### src/common/lce_consts.svh
`ifndef LCE_CONSTS_SVH
`define LCE_CONSTS_SVH

// physical address and data word
`define LCE_PADDR_W 22
`define LCE_DWORD_W 64

// cache geometry
`define LCE_WAYS 8
`define LCE_BLOCK_OFFSET_W 6
`define LCE_INDEX_W 6
`define LCE_WAY_ID_W $clog2(`LCE_WAYS)
`define LCE_TAG_W (`LCE_PADDR_W - `LCE_INDEX_W - `LCE_BLOCK_OFFSET_W)

// coherence system
`define LCE_NUM_CCE 2
`define LCE_CCE_ID_W $clog2(`LCE_NUM_CCE)
`define LCE_ID_W 2

// outstanding network messages
`define LCE_CREDITS 4

`endif
### src/common/lce_pkg.sv
`include "lce_consts.svh"

package lce_pkg;

  typedef enum logic [1:0] {
    e_req_rd    = 2'b00,
    e_req_wr    = 2'b01,
    e_req_uc_rd = 2'b10,
    e_req_uc_wr = 2'b11
  } lce_req_type_e;

  typedef enum logic [1:0] {
    e_cmd_set_tag        = 2'b00,
    e_cmd_set_tag_wakeup = 2'b01,
    e_cmd_data           = 2'b10,
    e_cmd_uc_data        = 2'b11
  } lce_cmd_type_e;

  typedef enum logic [0:0] {
    e_resp_coh_ack = 1'b0
  } lce_resp_type_e;

  // 68-bit cached miss payload
  typedef struct packed {
    logic [62:0]                pad;
    logic                       lru_dirty;
    logic [`LCE_WAY_ID_W-1:0]   lru_way_id;
    logic                       non_exclusive;
  } lce_cached_req_s;

  // uncached payload with 66 bits in use
  typedef struct packed {
    logic [1:0]                 pad;
    logic [1:0]                 size;
    logic [`LCE_DWORD_W-1:0]    data;
  } lce_uc_req_s;

  // decoded by msg_type of the enclosing request
  typedef union packed {
    lce_cached_req_s cached;
    lce_uc_req_s     uc;
  } lce_req_msg_u;

  typedef struct packed {
    logic [`LCE_CCE_ID_W-1:0]   dst_id;
    logic [`LCE_ID_W-1:0]       src_id;
    lce_req_type_e              msg_type;
    logic [`LCE_PADDR_W-1:0]    addr;
    lce_req_msg_u               msg;
  } lce_req_s;

  typedef struct packed {
    logic [`LCE_CCE_ID_W-1:0]   dst_id;
    logic [`LCE_ID_W-1:0]       src_id;
    lce_resp_type_e             msg_type;
    logic [`LCE_PADDR_W-1:0]    addr;
  } lce_resp_s;

  typedef struct packed {
    lce_cmd_type_e              msg_type;
    logic [`LCE_WAY_ID_W-1:0]   way_id;
    logic [`LCE_PADDR_W-1:0]    addr;
    logic [`LCE_DWORD_W-1:0]    data;
  } lce_cmd_s;

  typedef struct packed {
    logic [`LCE_WAY_ID_W-1:0]   way;
    logic [`LCE_TAG_W-1:0]      tag;
  } tag_write_s;

endpackage

### src/dcache_lce.sv
`timescale 1ns/1ns

`include "lce_consts.svh"

module dcache_lce
  import lce_pkg::*;
(
  input  logic                        clk_i,
  input  logic                        reset_i,
  input  logic [`LCE_ID_W-1:0]        lce_id_i,

  input  logic                        load_miss_i,
  input  logic                        store_miss_i,
  input  logic                        lr_miss_i,
  input  logic [`LCE_PADDR_W-1:0]     miss_addr_i,
  input  logic [`LCE_WAY_ID_W-1:0]    lru_way_i,
  input  logic [`LCE_WAYS-1:0]        dirty_i,
  input  logic                        uncached_load_req_i,
  input  logic                        uncached_store_req_i,
  input  logic [`LCE_DWORD_W-1:0]     store_data_i,
  input  logic [1:0]                  size_op_i,

  output logic                        cache_miss_o,
  output logic [`LCE_PADDR_W-1:0]     miss_addr_o,

  input  lce_cmd_s                    cmd_i,
  input  logic                        cmd_v_i,

  output lce_req_s                    lce_req_o,
  output logic                        lce_req_v_o,
  input  logic                        lce_req_ready_i,

  output lce_resp_s                   lce_resp_o,
  output logic                        lce_resp_v_o,
  input  logic                        lce_resp_yumi_i,

  output logic                        tag_w_v_o,
  output tag_write_s                  tag_w_o,
  output logic                        fill_v_o,
  output logic [`LCE_DWORD_W-1:0]     fill_data_o,
  output logic [`LCE_WAY_ID_W-1:0]    fill_way_o,

  input  logic                        credit_return_i
);

  // command handler to request handler
  logic set_tag_received;
  logic set_tag_wakeup_received;
  logic data_received;
  logic uc_data_received;

  logic req_sent;
  logic credits_full;

  lce_req u_lce_req (
    .clk_i                     (clk_i),
    .reset_i                   (reset_i),
    .lce_id_i                  (lce_id_i),
    .load_miss_i               (load_miss_i),
    .store_miss_i              (store_miss_i),
    .lr_miss_i                 (lr_miss_i),
    .miss_addr_i               (miss_addr_i),
    .lru_way_i                 (lru_way_i),
    .dirty_i                   (dirty_i),
    .uncached_load_req_i       (uncached_load_req_i),
    .uncached_store_req_i      (uncached_store_req_i),
    .store_data_i              (store_data_i),
    .size_op_i                 (size_op_i),
    .set_tag_received_i        (set_tag_received),
    .set_tag_wakeup_received_i (set_tag_wakeup_received),
    .data_received_i           (data_received),
    .uc_data_received_i        (uc_data_received),
    .cache_miss_o              (cache_miss_o),
    .miss_addr_o               (miss_addr_o),
    .lce_req_o                 (lce_req_o),
    .lce_req_v_o               (lce_req_v_o),
    .lce_req_ready_i           (lce_req_ready_i),
    .lce_resp_o                (lce_resp_o),
    .lce_resp_v_o              (lce_resp_v_o),
    .lce_resp_yumi_i           (lce_resp_yumi_i),
    .credits_full_i            (credits_full),
    .req_sent_o                (req_sent)
  );

  lce_cmd u_lce_cmd (
    .clk_i                     (clk_i),
    .reset_i                   (reset_i),
    .cmd_i                     (cmd_i),
    .cmd_v_i                   (cmd_v_i),
    .set_tag_received_o        (set_tag_received),
    .set_tag_wakeup_received_o (set_tag_wakeup_received),
    .data_received_o           (data_received),
    .uc_data_received_o        (uc_data_received),
    .tag_w_v_o                 (tag_w_v_o),
    .tag_w_o                   (tag_w_o),
    .fill_v_o                  (fill_v_o),
    .fill_data_o               (fill_data_o),
    .fill_way_o                (fill_way_o)
  );

  lce_credits u_lce_credits (
    .clk_i           (clk_i),
    .reset_i         (reset_i),
    .req_sent_i      (req_sent),
    .credit_return_i (credit_return_i),
    .credits_full_o  (credits_full)
  );

endmodule

### src/dcache_lce/lce_cmd.sv
`timescale 1ns/1ns

`include "lce_consts.svh"

module lce_cmd
  import lce_pkg::*;
(
  input  logic                        clk_i,
  input  logic                        reset_i,

  input  lce_cmd_s                    cmd_i,
  input  logic                        cmd_v_i,

  output logic                        set_tag_received_o,
  output logic                        set_tag_wakeup_received_o,
  output logic                        data_received_o,
  output logic                        uc_data_received_o,

  output logic                        tag_w_v_o,
  output tag_write_s                  tag_w_o,

  output logic                        fill_v_o,
  output logic [`LCE_DWORD_W-1:0]     fill_data_o,
  output logic [`LCE_WAY_ID_W-1:0]    fill_way_o
);

  lce_cmd_s cmd_r;
  logic     cmd_v_r;

  always_ff @(posedge clk_i) begin
    if (reset_i) begin
      cmd_v_r <= 1'b0;
    end else begin
      cmd_v_r <= cmd_v_i;
    end
  end

  // last valid command
  always_ff @(posedge clk_i) begin
    if (cmd_v_i) begin
      cmd_r <= cmd_i;
    end
  end

  // wake-up strobes for the request handler
  assign set_tag_received_o        = cmd_v_r & (cmd_r.msg_type == e_cmd_set_tag);
  assign set_tag_wakeup_received_o = cmd_v_r & (cmd_r.msg_type == e_cmd_set_tag_wakeup);
  assign data_received_o           = cmd_v_r & (cmd_r.msg_type == e_cmd_data);
  assign uc_data_received_o        = cmd_v_r & (cmd_r.msg_type == e_cmd_uc_data);

  // both set_tag flavours update the tag array
  assign tag_w_v_o   = set_tag_received_o | set_tag_wakeup_received_o;
  assign tag_w_o.way = cmd_r.way_id;
  assign tag_w_o.tag = cmd_r.addr[`LCE_PADDR_W-1 -: `LCE_TAG_W];

  // data word goes into the named way
  assign fill_v_o    = data_received_o;
  assign fill_data_o = cmd_r.data;
  assign fill_way_o  = cmd_r.way_id;

  a_cmd_type_known: assert property (@(posedge clk_i) disable iff (reset_i)
    cmd_v_i |-> !$isunknown(cmd_i.msg_type));

endmodule

### src/dcache_lce/lce_req.sv
`timescale 1ns/1ns

`include "lce_consts.svh"

module lce_req
  import lce_pkg::*;
(
  input  logic                        clk_i,
  input  logic                        reset_i,
  input  logic [`LCE_ID_W-1:0]        lce_id_i,

  input  logic                        load_miss_i,
  input  logic                        store_miss_i,
  input  logic                        lr_miss_i,
  input  logic [`LCE_PADDR_W-1:0]     miss_addr_i,
  input  logic [`LCE_WAY_ID_W-1:0]    lru_way_i,
  input  logic [`LCE_WAYS-1:0]        dirty_i,

  input  logic                        uncached_load_req_i,
  input  logic                        uncached_store_req_i,
  input  logic [`LCE_DWORD_W-1:0]     store_data_i,
  input  logic [1:0]                  size_op_i,

  input  logic                        set_tag_received_i,
  input  logic                        set_tag_wakeup_received_i,
  input  logic                        data_received_i,
  input  logic                        uc_data_received_i,

  output logic                        cache_miss_o,
  output logic [`LCE_PADDR_W-1:0]     miss_addr_o,

  output lce_req_s                    lce_req_o,
  output logic                        lce_req_v_o,
  input  logic                        lce_req_ready_i,

  output lce_resp_s                   lce_resp_o,
  output logic                        lce_resp_v_o,
  input  logic                        lce_resp_yumi_i,

  input  logic                        credits_full_i,
  output logic                        req_sent_o
);

  typedef enum logic [2:0] {
    e_ready,
    e_send_cached_req,
    e_send_uc_load_req,
    e_sleep,
    e_send_coh_ack
  } req_state_e;

  req_state_e state_r, state_n;

  // control flags
  logic lru_flopped_r, lru_flopped_n;
  logic set_tag_seen_r, set_tag_seen_n;
  logic data_seen_r, data_seen_n;

  // miss payload
  logic                      load_not_store_r, load_not_store_n;
  logic [`LCE_PADDR_W-1:0]   miss_addr_r, miss_addr_n;
  logic [`LCE_WAY_ID_W-1:0]  lru_way_r, lru_way_n;
  logic                      lru_dirty_r, lru_dirty_n;
  logic [1:0]                size_op_r, size_op_n;

  logic set_tag_seen;
  logic data_seen;
  logic miss_start;

  assign set_tag_seen = set_tag_seen_r | set_tag_received_i;
  assign data_seen    = data_seen_r | data_received_i;
  assign miss_start   = load_miss_i | store_miss_i | lr_miss_i | uncached_load_req_i;
  assign miss_addr_o  = miss_addr_r;
  assign req_sent_o   = lce_req_v_o & lce_req_ready_i;

  always_comb begin
    state_n          = state_r;
    lru_flopped_n    = lru_flopped_r;
    set_tag_seen_n   = set_tag_seen_r;
    data_seen_n      = data_seen_r;
    load_not_store_n = load_not_store_r;
    miss_addr_n      = miss_addr_r;
    lru_way_n        = lru_way_r;
    lru_dirty_n      = lru_dirty_r;
    size_op_n        = size_op_r;

    cache_miss_o = 1'b0;
    lce_req_v_o  = 1'b0;
    lce_resp_v_o = 1'b0;

    lce_req_o.dst_id   = miss_addr_r[`LCE_BLOCK_OFFSET_W +: `LCE_CCE_ID_W];
    lce_req_o.src_id   = lce_id_i;
    lce_req_o.msg_type = e_req_rd;
    lce_req_o.addr     = miss_addr_r;
    lce_req_o.msg      = '0;

    lce_resp_o.dst_id   = miss_addr_r[`LCE_BLOCK_OFFSET_W +: `LCE_CCE_ID_W];
    lce_resp_o.src_id   = lce_id_i;
    lce_resp_o.msg_type = e_resp_coh_ack;
    lce_resp_o.addr     = miss_addr_r;

    case (state_r)
      e_ready: begin
        if (miss_start) begin
          cache_miss_o   = 1'b1;
          miss_addr_n    = miss_addr_i;
          size_op_n      = size_op_i;
          lru_flopped_n  = 1'b0;
          set_tag_seen_n = 1'b0;
          data_seen_n    = 1'b0;
          // lr goes out as a write to get the block exclusive
          load_not_store_n = load_miss_i;
          if (load_miss_i | store_miss_i | lr_miss_i) begin
            state_n = e_send_cached_req;
          end else begin
            state_n = e_send_uc_load_req;
          end
        end else if (uncached_store_req_i) begin
          // outside holds the strobe until the store goes out
          lce_req_v_o  = lce_req_ready_i & ~credits_full_i;
          cache_miss_o = ~lce_req_ready_i | credits_full_i;
          lce_req_o.dst_id      = miss_addr_i[`LCE_BLOCK_OFFSET_W +: `LCE_CCE_ID_W];
          lce_req_o.msg_type    = e_req_uc_wr;
          lce_req_o.addr        = miss_addr_i;
          lce_req_o.msg.uc.size = size_op_i;
          lce_req_o.msg.uc.data = store_data_i;
        end
      end

      e_send_cached_req: begin
        cache_miss_o  = 1'b1;
        lce_req_v_o   = 1'b1;
        // sample lru info once, then hold it under back-pressure
        lru_flopped_n = 1'b1;
        lru_way_n     = lru_flopped_r ? lru_way_r : lru_way_i;
        lru_dirty_n   = lru_flopped_r ? lru_dirty_r : dirty_i[lru_way_i];
        lce_req_o.msg_type                 = load_not_store_r ? e_req_rd : e_req_wr;
        lce_req_o.msg.cached.lru_dirty     = lru_dirty_n;
        lce_req_o.msg.cached.lru_way_id    = lru_way_n;
        lce_req_o.msg.cached.non_exclusive = 1'b0;
        if (lce_req_ready_i) begin
          state_n = e_sleep;
        end
      end

      e_send_uc_load_req: begin
        cache_miss_o          = 1'b1;
        lce_req_v_o           = 1'b1;
        lce_req_o.msg_type    = e_req_uc_rd;
        lce_req_o.msg.uc.size = size_op_r;
        if (lce_req_ready_i) begin
          state_n = e_sleep;
        end
      end

      e_sleep: begin
        cache_miss_o   = 1'b1;
        set_tag_seen_n = set_tag_seen;
        data_seen_n    = data_seen;
        if (set_tag_wakeup_received_i) begin
          state_n = e_send_coh_ack;
        end else if (uc_data_received_i) begin
          state_n = e_ready;
        end else if (set_tag_seen & data_seen) begin
          state_n = e_send_coh_ack;
        end
      end

      e_send_coh_ack: begin
        cache_miss_o = 1'b1;
        lce_resp_v_o = 1'b1;
        if (lce_resp_yumi_i) begin
          state_n = e_ready;
        end
      end

      default: begin
        state_n = e_ready;
      end
    endcase
  end

  always_ff @(posedge clk_i) begin
    if (reset_i) begin
      state_r        <= e_ready;
      lru_flopped_r  <= 1'b0;
      set_tag_seen_r <= 1'b0;
      data_seen_r    <= 1'b0;
    end else begin
      state_r        <= state_n;
      lru_flopped_r  <= lru_flopped_n;
      set_tag_seen_r <= set_tag_seen_n;
      data_seen_r    <= data_seen_n;
    end
  end

  always_ff @(posedge clk_i) begin
    load_not_store_r <= load_not_store_n;
    miss_addr_r      <= miss_addr_n;
    lru_way_r        <= lru_way_n;
    lru_dirty_r      <= lru_dirty_n;
    size_op_r        <= size_op_n;
  end

  // command handler must not wake an idle engine
  a_no_wakeup_in_ready: assert property (@(posedge clk_i) disable iff (reset_i)
    state_r == e_ready |-> !(set_tag_received_i || set_tag_wakeup_received_i
                             || data_received_i || uc_data_received_i));

  a_yumi_with_valid: assert property (@(posedge clk_i) disable iff (reset_i)
    lce_resp_yumi_i |-> lce_resp_v_o);

endmodule

### src/lce_credits.sv
`timescale 1ns/1ns

`include "lce_consts.svh"

module lce_credits (
  input  logic clk_i,
  input  logic reset_i,
  input  logic req_sent_i,
  input  logic credit_return_i,
  output logic credits_full_o
);

  localparam int CNT_W = $clog2(`LCE_CREDITS + 1);

  logic [CNT_W-1:0] credits_r;

  // a send and a return in one cycle leave the count as is
  always_ff @(posedge clk_i) begin
    if (reset_i) begin
      credits_r <= '0;
    end else if (req_sent_i & ~credit_return_i) begin
      credits_r <= credits_r + 1'b1;
    end else if (credit_return_i & ~req_sent_i) begin
      credits_r <= credits_r - 1'b1;
    end
  end

  assign credits_full_o = (credits_r == CNT_W'(`LCE_CREDITS));

  // a send while full would push the count past the limit next cycle
  a_no_overflow: assert property (@(posedge clk_i) disable iff (reset_i)
    credits_full_o && !credit_return_i |-> !req_sent_i);

  a_no_return_at_zero: assert property (@(posedge clk_i) disable iff (reset_i)
    credit_return_i |-> credits_r != '0);

endmodule

### config.mk
export PLATFORM = sky130hd
export DESIGN_NAME = dcache_lce
export DESIGN_NICKNAME = d
export VERILOG_FILES = /design/src/common/lce_pkg.sv /design/src/dcache_lce.sv /design/src/dcache_lce/lce_cmd.sv /design/src/dcache_lce/lce_req.sv /design/src/lce_credits.sv
export VERILOG_INCLUDE_DIRS = /design/src /design/src/common
export SDC_FILE = /design/constraint.sdc
export NUM_CORES = 1
export LEC_CHECK = 0
export ABC_CLOCK_PERIOD_IN_PS = 3060
export BUFFER_PORTS_ARGS = -buffer_cell sky130_fd_sc_hd__buf_2
export CAP_MARGIN = 5
export CORE_AREA = 10 10 157 159
export CTS_CLUSTER_SIZE = 8
export DETAILED_ROUTE_END_ITERATION = 8
export DIE_AREA = 0 0 167 169
export GPL_TIMING_DRIVEN = 0
export REMOVE_ABC_BUFFERS = 1
export SLEW_MARGIN = 20
export SYNTH_ARGS = -nofsm -noshare
export SYNTH_HDL_FRONTEND = slang
export SYNTH_HIERARCHICAL = 1
export SYNTH_SLANG_ARGS = --single-unit
### constraint.sdc
create_clock -name clk_i -period 3.06 [get_ports clk_i]
set_clock_uncertainty 0.2 [all_clocks]
set_input_delay 0 -clock clk_i [delete_from_list [all_inputs] [get_ports clk_i]]
set_output_delay 0 -clock clk_i [all_outputs]
set_load 0.01 [all_outputs]
==> flow_summary.yaml, run 1 <==
status:
  status: "completed"
cts:
  cts_made_buffers: 17
  clock_insertion_delay_worst_skew_ns: 0.41
  clock_tree_from_tritoncts: "yes"
  clock_tree.root_cell: "clkbuf_16"
  clkTransAtPathRegs_ns: 0.06
  ctsHtreeMaxLevel: 4
  clock-sinks: 118
  ctsLongestPathBuffers: 2
route:
  drt-vias-per-instance: 4.08
  drt_drc_violations_left: 0
  drt_first_iter_violations: 241
  firstDrtPassIters: 6
  totalWireLength_um: 22100
  postRouteAntennaNets: 0
  via_count: 4804
  route.detailed.wl_per_inst_um: 18.8
timing:
  post-route-min-period_ns: 2.83
  postLayoutSetupSlackWorst_ns: 0.225
  max-slew-margin-rel_pct: 41.4
  finalHoldViolCount: 0
  fmax_mhz: 353
  final-setup-viol-count: 0
  totalNegativeSetupSlack_ns: 0
  rsz_0062_raised_after_global_routing: "false"
  tightest_slew_ns: 0.872
  final_min_period_over_clock_period_pct: 92.6
  count_of_final_max_slew_check_failures: 0
cells_and_area:
  syn_to_final_growth_pct: 59.7
  drive_gt1_share_pct: 51.3
  fill_cells: 2066
  final_core_utilization_pct: 41.7
  num-nets-final: 1088
synth:
  ys_types: 46
  synthesis.area_per_instance_um2: 12.3
  postSynth.topFlopCell: "edfxtp_1"
  synthesis.yosys.warnings: 6
  seq_area_frac_synth_pct: 61.3
  syn_area_um2: 5620
  synth_async_sr_flop_share_pct: 0
  ys_seq_elements: 118
  postSynthCellCount: 457
  count_of_flip_flops_with_a_built_in_enable_after_synthesis: 108
grt:
  grt_first_pass_wirelength_um: 32400
  grtUsageTotal_pct: 14.8
  grt_max_degree: 81
  first_global_vias: 5339
  antenna_found_initial: 3
  grt_remaining_overflow: 0
critical_path:
  timing.critical_path.slowest_stage_cell: "dfxtp_2"
  rr_worst_depth: 10
  timing_worst_setup_path_type: "flop to flop"
  worst_setup_path_end_kind: "flop"
  critPathRequiredTime_ns: 3.19
  timing.critical_path.cells: "nor3_4 > nand3_4 > o22ai_1 > and2_1 > ha_1 > inv_1 > fa_1 > xor2_1 > or3_1 > a21oi_1"
  cp_max_fo: 13
  setup.worst_path.start_class: "flop"
  max_stage_delay_ns: 0.41
  worst-endpoint-arrival_ns: 2.97
placed_design:
  buffer_ports.inserted: 409
  dp_worst_setup_slack_ns: -0.755
  routabilityCongestion: 0.809
  hpwl_um: 16600
power_and_ir_drop:
  power.density_cell_area_nw_per_um2: 597
  power_leakage_nw: 4.29
  worst_ir_drop_vdd_v: 0.000324
  design_power_total_mw: 5.36
job:
  number_of_max_cap_violations: 0
die:
  core_area_um2: 21600
  io-pin-count: 431
  placementRows: 54
  initial_util_pct: 26.1
  die_width_um: 167
  floorplan.die_area_um2: 28200
  chipHeight_um: 169
hold_path:
  min_delay_path_depth: 5
  hold_path.class: "input port to flop"
-- layout make-up --
class | count | area (um^2) | share of cell area [%]
multi-input cells | 208 | 1250 | 14.0
clock buffers | 18 | 429 | 4.78
diodes | 1 | 2.50 | 0.0279
flip-flops and latches | 118 | 3450 | 38.4
inverters | 7 | 26.3 | 0.293
clock inverters | 14 | 165 | 1.84
repair buffers | 531 | 3300 | 36.8
well taps | 280 | 350 | 3.90
-- what timing repair did --
action / 4_1_cts / 5_1_grt
cloned: 1 / 0
resized for setup: 3 / 3
pin swaps: 2 / 1
setup endpoints to repair: 3 / 1
hold buffers: 119 / 0
setup buffers: 1 / 0
hold endpoints to repair: 149 / 0
-- critical path: cells and delay by family (launching register included) --
family,cells,cell delay (ns)
xor+xnor,1,0.16
flops,1,0.41
fa+ha+maj,2,0.56
compound gates,2,0.41
simple gates,4,0.97
buf+inv,1,0.06
-- layout by cell type (no fill, tap or decap), types with 6 or more instances in the layout --
cell type / n
and2_1: 61
buf_2: 408
clkbuf_16: 17
dfxtp_1: 7
dlygate4sd3_1: 119
edfxtp_1: 108
inv_1: 6
inv_6: 6
nand2_1: 72
nor2_1: 8
-- cell usage after synthesis, types with 2 or more instances --
library cell | count | share of area [%]
a22o_1 | 4 | 0.62
xor2_1 | 2 | 0.31
buf_4 | 113 | 15
o21ai_0 | 4 | 0.36
mux4_2 | 2 | 0.80
nor2_1 | 8 | 0.53
nand3_1 | 2 | 0.18
nand2_1 | 72 | 4.8
nor3b_1 | 2 | 0.27
edfxtp_1 | 108 | 58
buf_2 | 2 | 0.18
nand2b_1 | 3 | 0.33
o31ai_1 | 2 | 0.27
clkbuf_2 | 5 | 0.45
clkbuf_1 | 3 | 0.20
and2_1 | 61 | 6.8
mux2_2 | 2 | 0.40
buf_6 | 4 | 0.80
dfxtp_1 | 10 | 3.6
nor3_2 | 2 | 0.36
and3b_1 | 4 | 0.62
nor2b_1 | 2 | 0.22
nor3_1 | 2 | 0.18
a21oi_1 | 5 | 0.45
a22oi_1 | 4 | 0.53
inv_1 | 7 | 0.47
o22ai_1 | 3 | 0.33
-- cells by family (layout without fill, tap and decap cells) --
group | Yosys count | in the layout | synth area share (%)
AO/OA/AOI/OAI | 27 | 27 | 3.34
adder cells (fa/ha/maj) | 2 | 2 | 0.579
flip-flops | 118 | 118 | 61.3
other | 1 | 4 | 0.0667
XOR/XNOR | 3 | 3 | 0.467
multiplexers | 5 | 5 | 1.38
AND/OR/NAND/NOR | 167 | 168 | 15.7
buffers and inverters | 134 | 570 | 17.2
-- state kept, by name, summed over array words and instances (netlist names), 2 cells and up --
register	cells
u_lce_cmd/cmd_r	2
u_lce_cmd/fill_data_o	64
u_lce_cmd/fill_way_o	3
u_lce_cmd/tag_w_o	10
u_lce_credits/credits_r	3
u_lce_req/lru_way_r	3
u_lce_req/miss_addr_o	22
u_lce_req/size_op_r	2
u_lce_req/state_r	3
-- power by group --
group          leakage [nW]  switching [mW]  internal [mW]  total (mW)
Combinational          2.88           0.629          0.545        1.17
Clock                 0.279           0.807           1.22        2.03
Sequential             1.14           0.142           2.01        2.15
Total                  4.29            1.58           3.78        5.36
-- per-stage QoR --
step           instances  instance area [um^2]  hold WS (ns)
3_3_place_gp        1021                  7090        -0.200
3_5_place_dp        1023                  7150        -0.200
2_1_floorplan        332                  4690        -0.200
5_1_grt             1177                  8980        0.0711
4_1_cts             1176                  8970        0.0264
6_report            1177                  8980        0.0748
-- path summary, 6_finish.rpt --
path                                                  from                         end  slack [ns]
worst max register to register        u_lce_req/state_r[2]  u_lce_credits/credits_r[2]        0.23
worst min-delay path                   uncached_load_req_i        u_lce_req/state_r[1]        0.07
worst max-delay path                  u_lce_req/state_r[2]  u_lce_credits/credits_r[2]        0.23
worst min register to register  u_lce_credits/credits_r[2]  u_lce_credits/credits_r[2]        0.29
-- layer usage --
layer	share of wire [%]	routed length, um	vias up	track usage [%]
met5	0.13	28	-	0
met4	1.3	280	4	4.12
met3	6.8	1510	19	4.79
met2	53	11700	192	26.0
met1	39	8550	2291	16.9
li1	-	-	2298	-
Power figures use the tool's default switching activity.
==> inputs of run 2 (changes only) <==
ABC_CLOCK_PERIOD_IN_PS = 2300   (was 3060)
CORE_AREA = 10 10 161 163   (was 10 10 157 159)
DIE_AREA = 0 0 171 173   (was 0 0 167 169)
clock period = 2.3 ns   (was 3.06 ns; I/O delays follow)
==> run 2 against run 1 <==
Effect of this change: the run now ends with negative setup slack left; wire length up 6.3%; via count up 1.7%; combinational power up 44%; sequential cell count unchanged; critical endpoint unchanged; highest routed layer unchanged; sequential share of layout area down 0.34 points.
==> flow_summary.yaml, run 2 (synthesized netlist as in run 1, its figures left out) <==
cts:
  clkTransAtPathRegs_ns: 0.06
  ctsHtreeMaxLevel: 4
  clock_tree_from_tritoncts: "yes"
  ctsLongestPathBuffers: 2
  clock-sinks: 118
  clock_tree.root_cell: "clkbuf_16"
  cts_made_buffers: 17
  clock_insertion_delay_worst_skew_ns: 0.40
cells_and_area:
  num-nets-final: 1094
  syn_to_final_growth_pct: 61.5
  final_cell_mix: "buf_2, dlygate4sd3_1, edfxtp_1"
  finish.cell_count_without_fillers: 1191
  drive_gt1_share_pct: 52.8
  multi_input_gate_area_um2: 1290
  largest_register_ffs: 64
  final_common_cell: "buf_2"
  fill_cells: 2188
  sequential_cell_area_um2: 3450
route:
  drt_drc_violations_left: 0
  via_count: 4885
  route.detailed.wl_per_inst_um: 19.7
  drt-vias-per-instance: 4.10
  firstDrtPassIters: 4
  postRouteAntennaNets: 0
  totalWireLength_um: 23500
  drt_first_iter_violations: 236
critical_path:
  timing_worst_setup_path_type: "flop to flop"
  max_stage_delay_ns: 0.35
  worst-endpoint-arrival_ns: 2.57
  timing.critical_path.cells: "nor3_4 > nand3_4 > o22ai_1 > and2_1 > ha_2 > inv_2 > fa_2 > xor2_1 > or3_1 > a21oi_1"
  timing.critical_path.slowest_stage_cell: "dfxtp_4"
  cp_num_buf_inv: 1
  setup.worst_path.start_class: "flop"
  cp_max_fo: 4
  worst_setup_path_end_kind: "flop"
  critPathRequiredTime_ns: 2.43
  critPathTopFamily: "simple AND/OR/NAND/NOR gates"
placed_design:
  hpwl_um: 17300
  routabilityCongestion: 0.784
  numPlacedInstances: 1027
  buffer_ports.inserted: 409
timing:
  finalHoldViolCount: 0
  max-slew-margin-rel_pct: 53.0
  rsz_0062_raised_after_global_routing: "true"
  postLayoutSetupSlackWorst_ns: -0.137
  fmax_mhz: 410
  final-setup-viol-count: 4
  count_of_final_max_slew_check_failures: 0
  final_min_period_over_clock_period_pct: 106
  tightest_slew_ns: 0.699
  totalNegativeSetupSlack_ns: -0.151
  post-route-min-period_ns: 2.44
hold_path:
  hold_path.class: "input port to flop"
die:
  chipHeight_um: 173
  initial_util_pct: 24.9
  floorplan.die_area_um2: 29600
  core_area_um2: 22600
  io-pin-count: 431
  die_width_um: 171
  placementRows: 55
power_and_ir_drop:
  power_leakage_nw: 4.32
  pwr-share-comb_pct: 23.3
  netSwitchingFraction_pct: 28.8
  power.density_cell_area_nw_per_um2: 797
  power_report.internal_total_mw: 5.15
  power.clock.fraction_pct: 37.4
  worst_ir_drop_vdd_v: 0.000475
  power.net_switching_mw: 2.08
  sequential_power_share_pct: 39.3
grt:
  grt_remaining_overflow: 0
  grt_first_pass_wirelength_um: 33400
  first_global_vias: 5382
  antenna_found_initial: 8
  grt_max_degree: 89
  grtUsageTotal_pct: 14.9
status:
  failed_checks: "negative setup slack"
  status: "finished with violations"
job:
  number_of_max_cap_violations: 0
## run 2: cell types whose count changed in the layout (fill, tap and decap cells not counted), moves of 4 or more
| cell | before | now |
|---|---|---|
| buf_4 | 2 | 12 |
| clkinv_4 | 0 | 5 |
| dlygate4sd3_1 | 119 | 114 |
| buf_2 | 408 | 404 |
| buf_6 | 0 | 4 |
| diode_2 | 1 | 5 |
| inv_6 | 6 | 2 |
## run 2: area by class of cell
cell class	count	area share [%]
Sequential cell	118	38.1
Timing Repair Buffer	535	36.6
Multi-Input combinational cell	209	14.2
Clock buffer	17	4.69
Tap cell	285	3.93
Clock inverter	14	1.94
Inverter	7	0.331
Antenna cell	5	0.138
Timing Repair inverter	1	0.0827
## run 2: what timing repair did
item	CTS	global route
setup endpoints to repair	121	92
hold buffers	114	0
pin swaps	38	5
gates resized for setup	17	4
gates cloned	2	1
hold endpoints to repair	141	0
buffers inserted	7	4
## run 2: worst min-delay path: stages
cell and delay, ns:
buf_2 0.12, nor3_1 0.07, a21oi_1 0.14, a31o_1 0.14, and3b_1 0.14
## run 2: layer usage
metal / part of all wire, % / GRT usage (%)
met5: 0.11 / 0
met4: 1.2 / 4.42
met3: 7.5 / 5.28
met2: 52 / 26.3
met1: 39 / 16.3
## run 2: worst paths after layout
path                                      to  slack, ns  cells past startpoint                        from
setup reg to reg  u_lce_credits/credits_r[2]      -0.14                     10        u_lce_req/state_r[0]
hold reg to reg   u_lce_credits/credits_r[2]       0.31                      2  u_lce_credits/credits_r[2]
hold / removal          u_lce_req/state_r[0]       0.04                      5                store_miss_i
setup / recovery  u_lce_credits/credits_r[2]      -0.14                     10        u_lce_req/state_r[0]
## run 2: through the flow
step	hold slack (ns)	util (%)	total power, mW	setup WS, ns	area, um^2
final	0.0430	40.2	7.23	-0.137	9080
after global routing	0.0356	40.2	7.59	-0.243	9070
after CTS	0.0126	39.9	7.29	-0.135	9010
after detailed placement	-0.200	31.6	4.27	-1.11	7130
after global placement	-0.200	31.4	4.24	-1.44	7090
after floorplan	-0.200	-	3.46	-0.737	4690
## run 2: power groups by stage
stage / Clock [mW] / Combinational (mW) / Sequential (mW)
6_report: 2.71 / 1.68 / 2.84
5_1_grt: 2.89 / 1.82 / 2.87
4_1_cts: 2.79 / 1.67 / 2.83
3_5_place_dp: 0 / 1.37 / 2.90
3_3_place_gp: 0 / 1.34 / 2.89
2_1_floorplan: 0 / 0.455 / 3.00
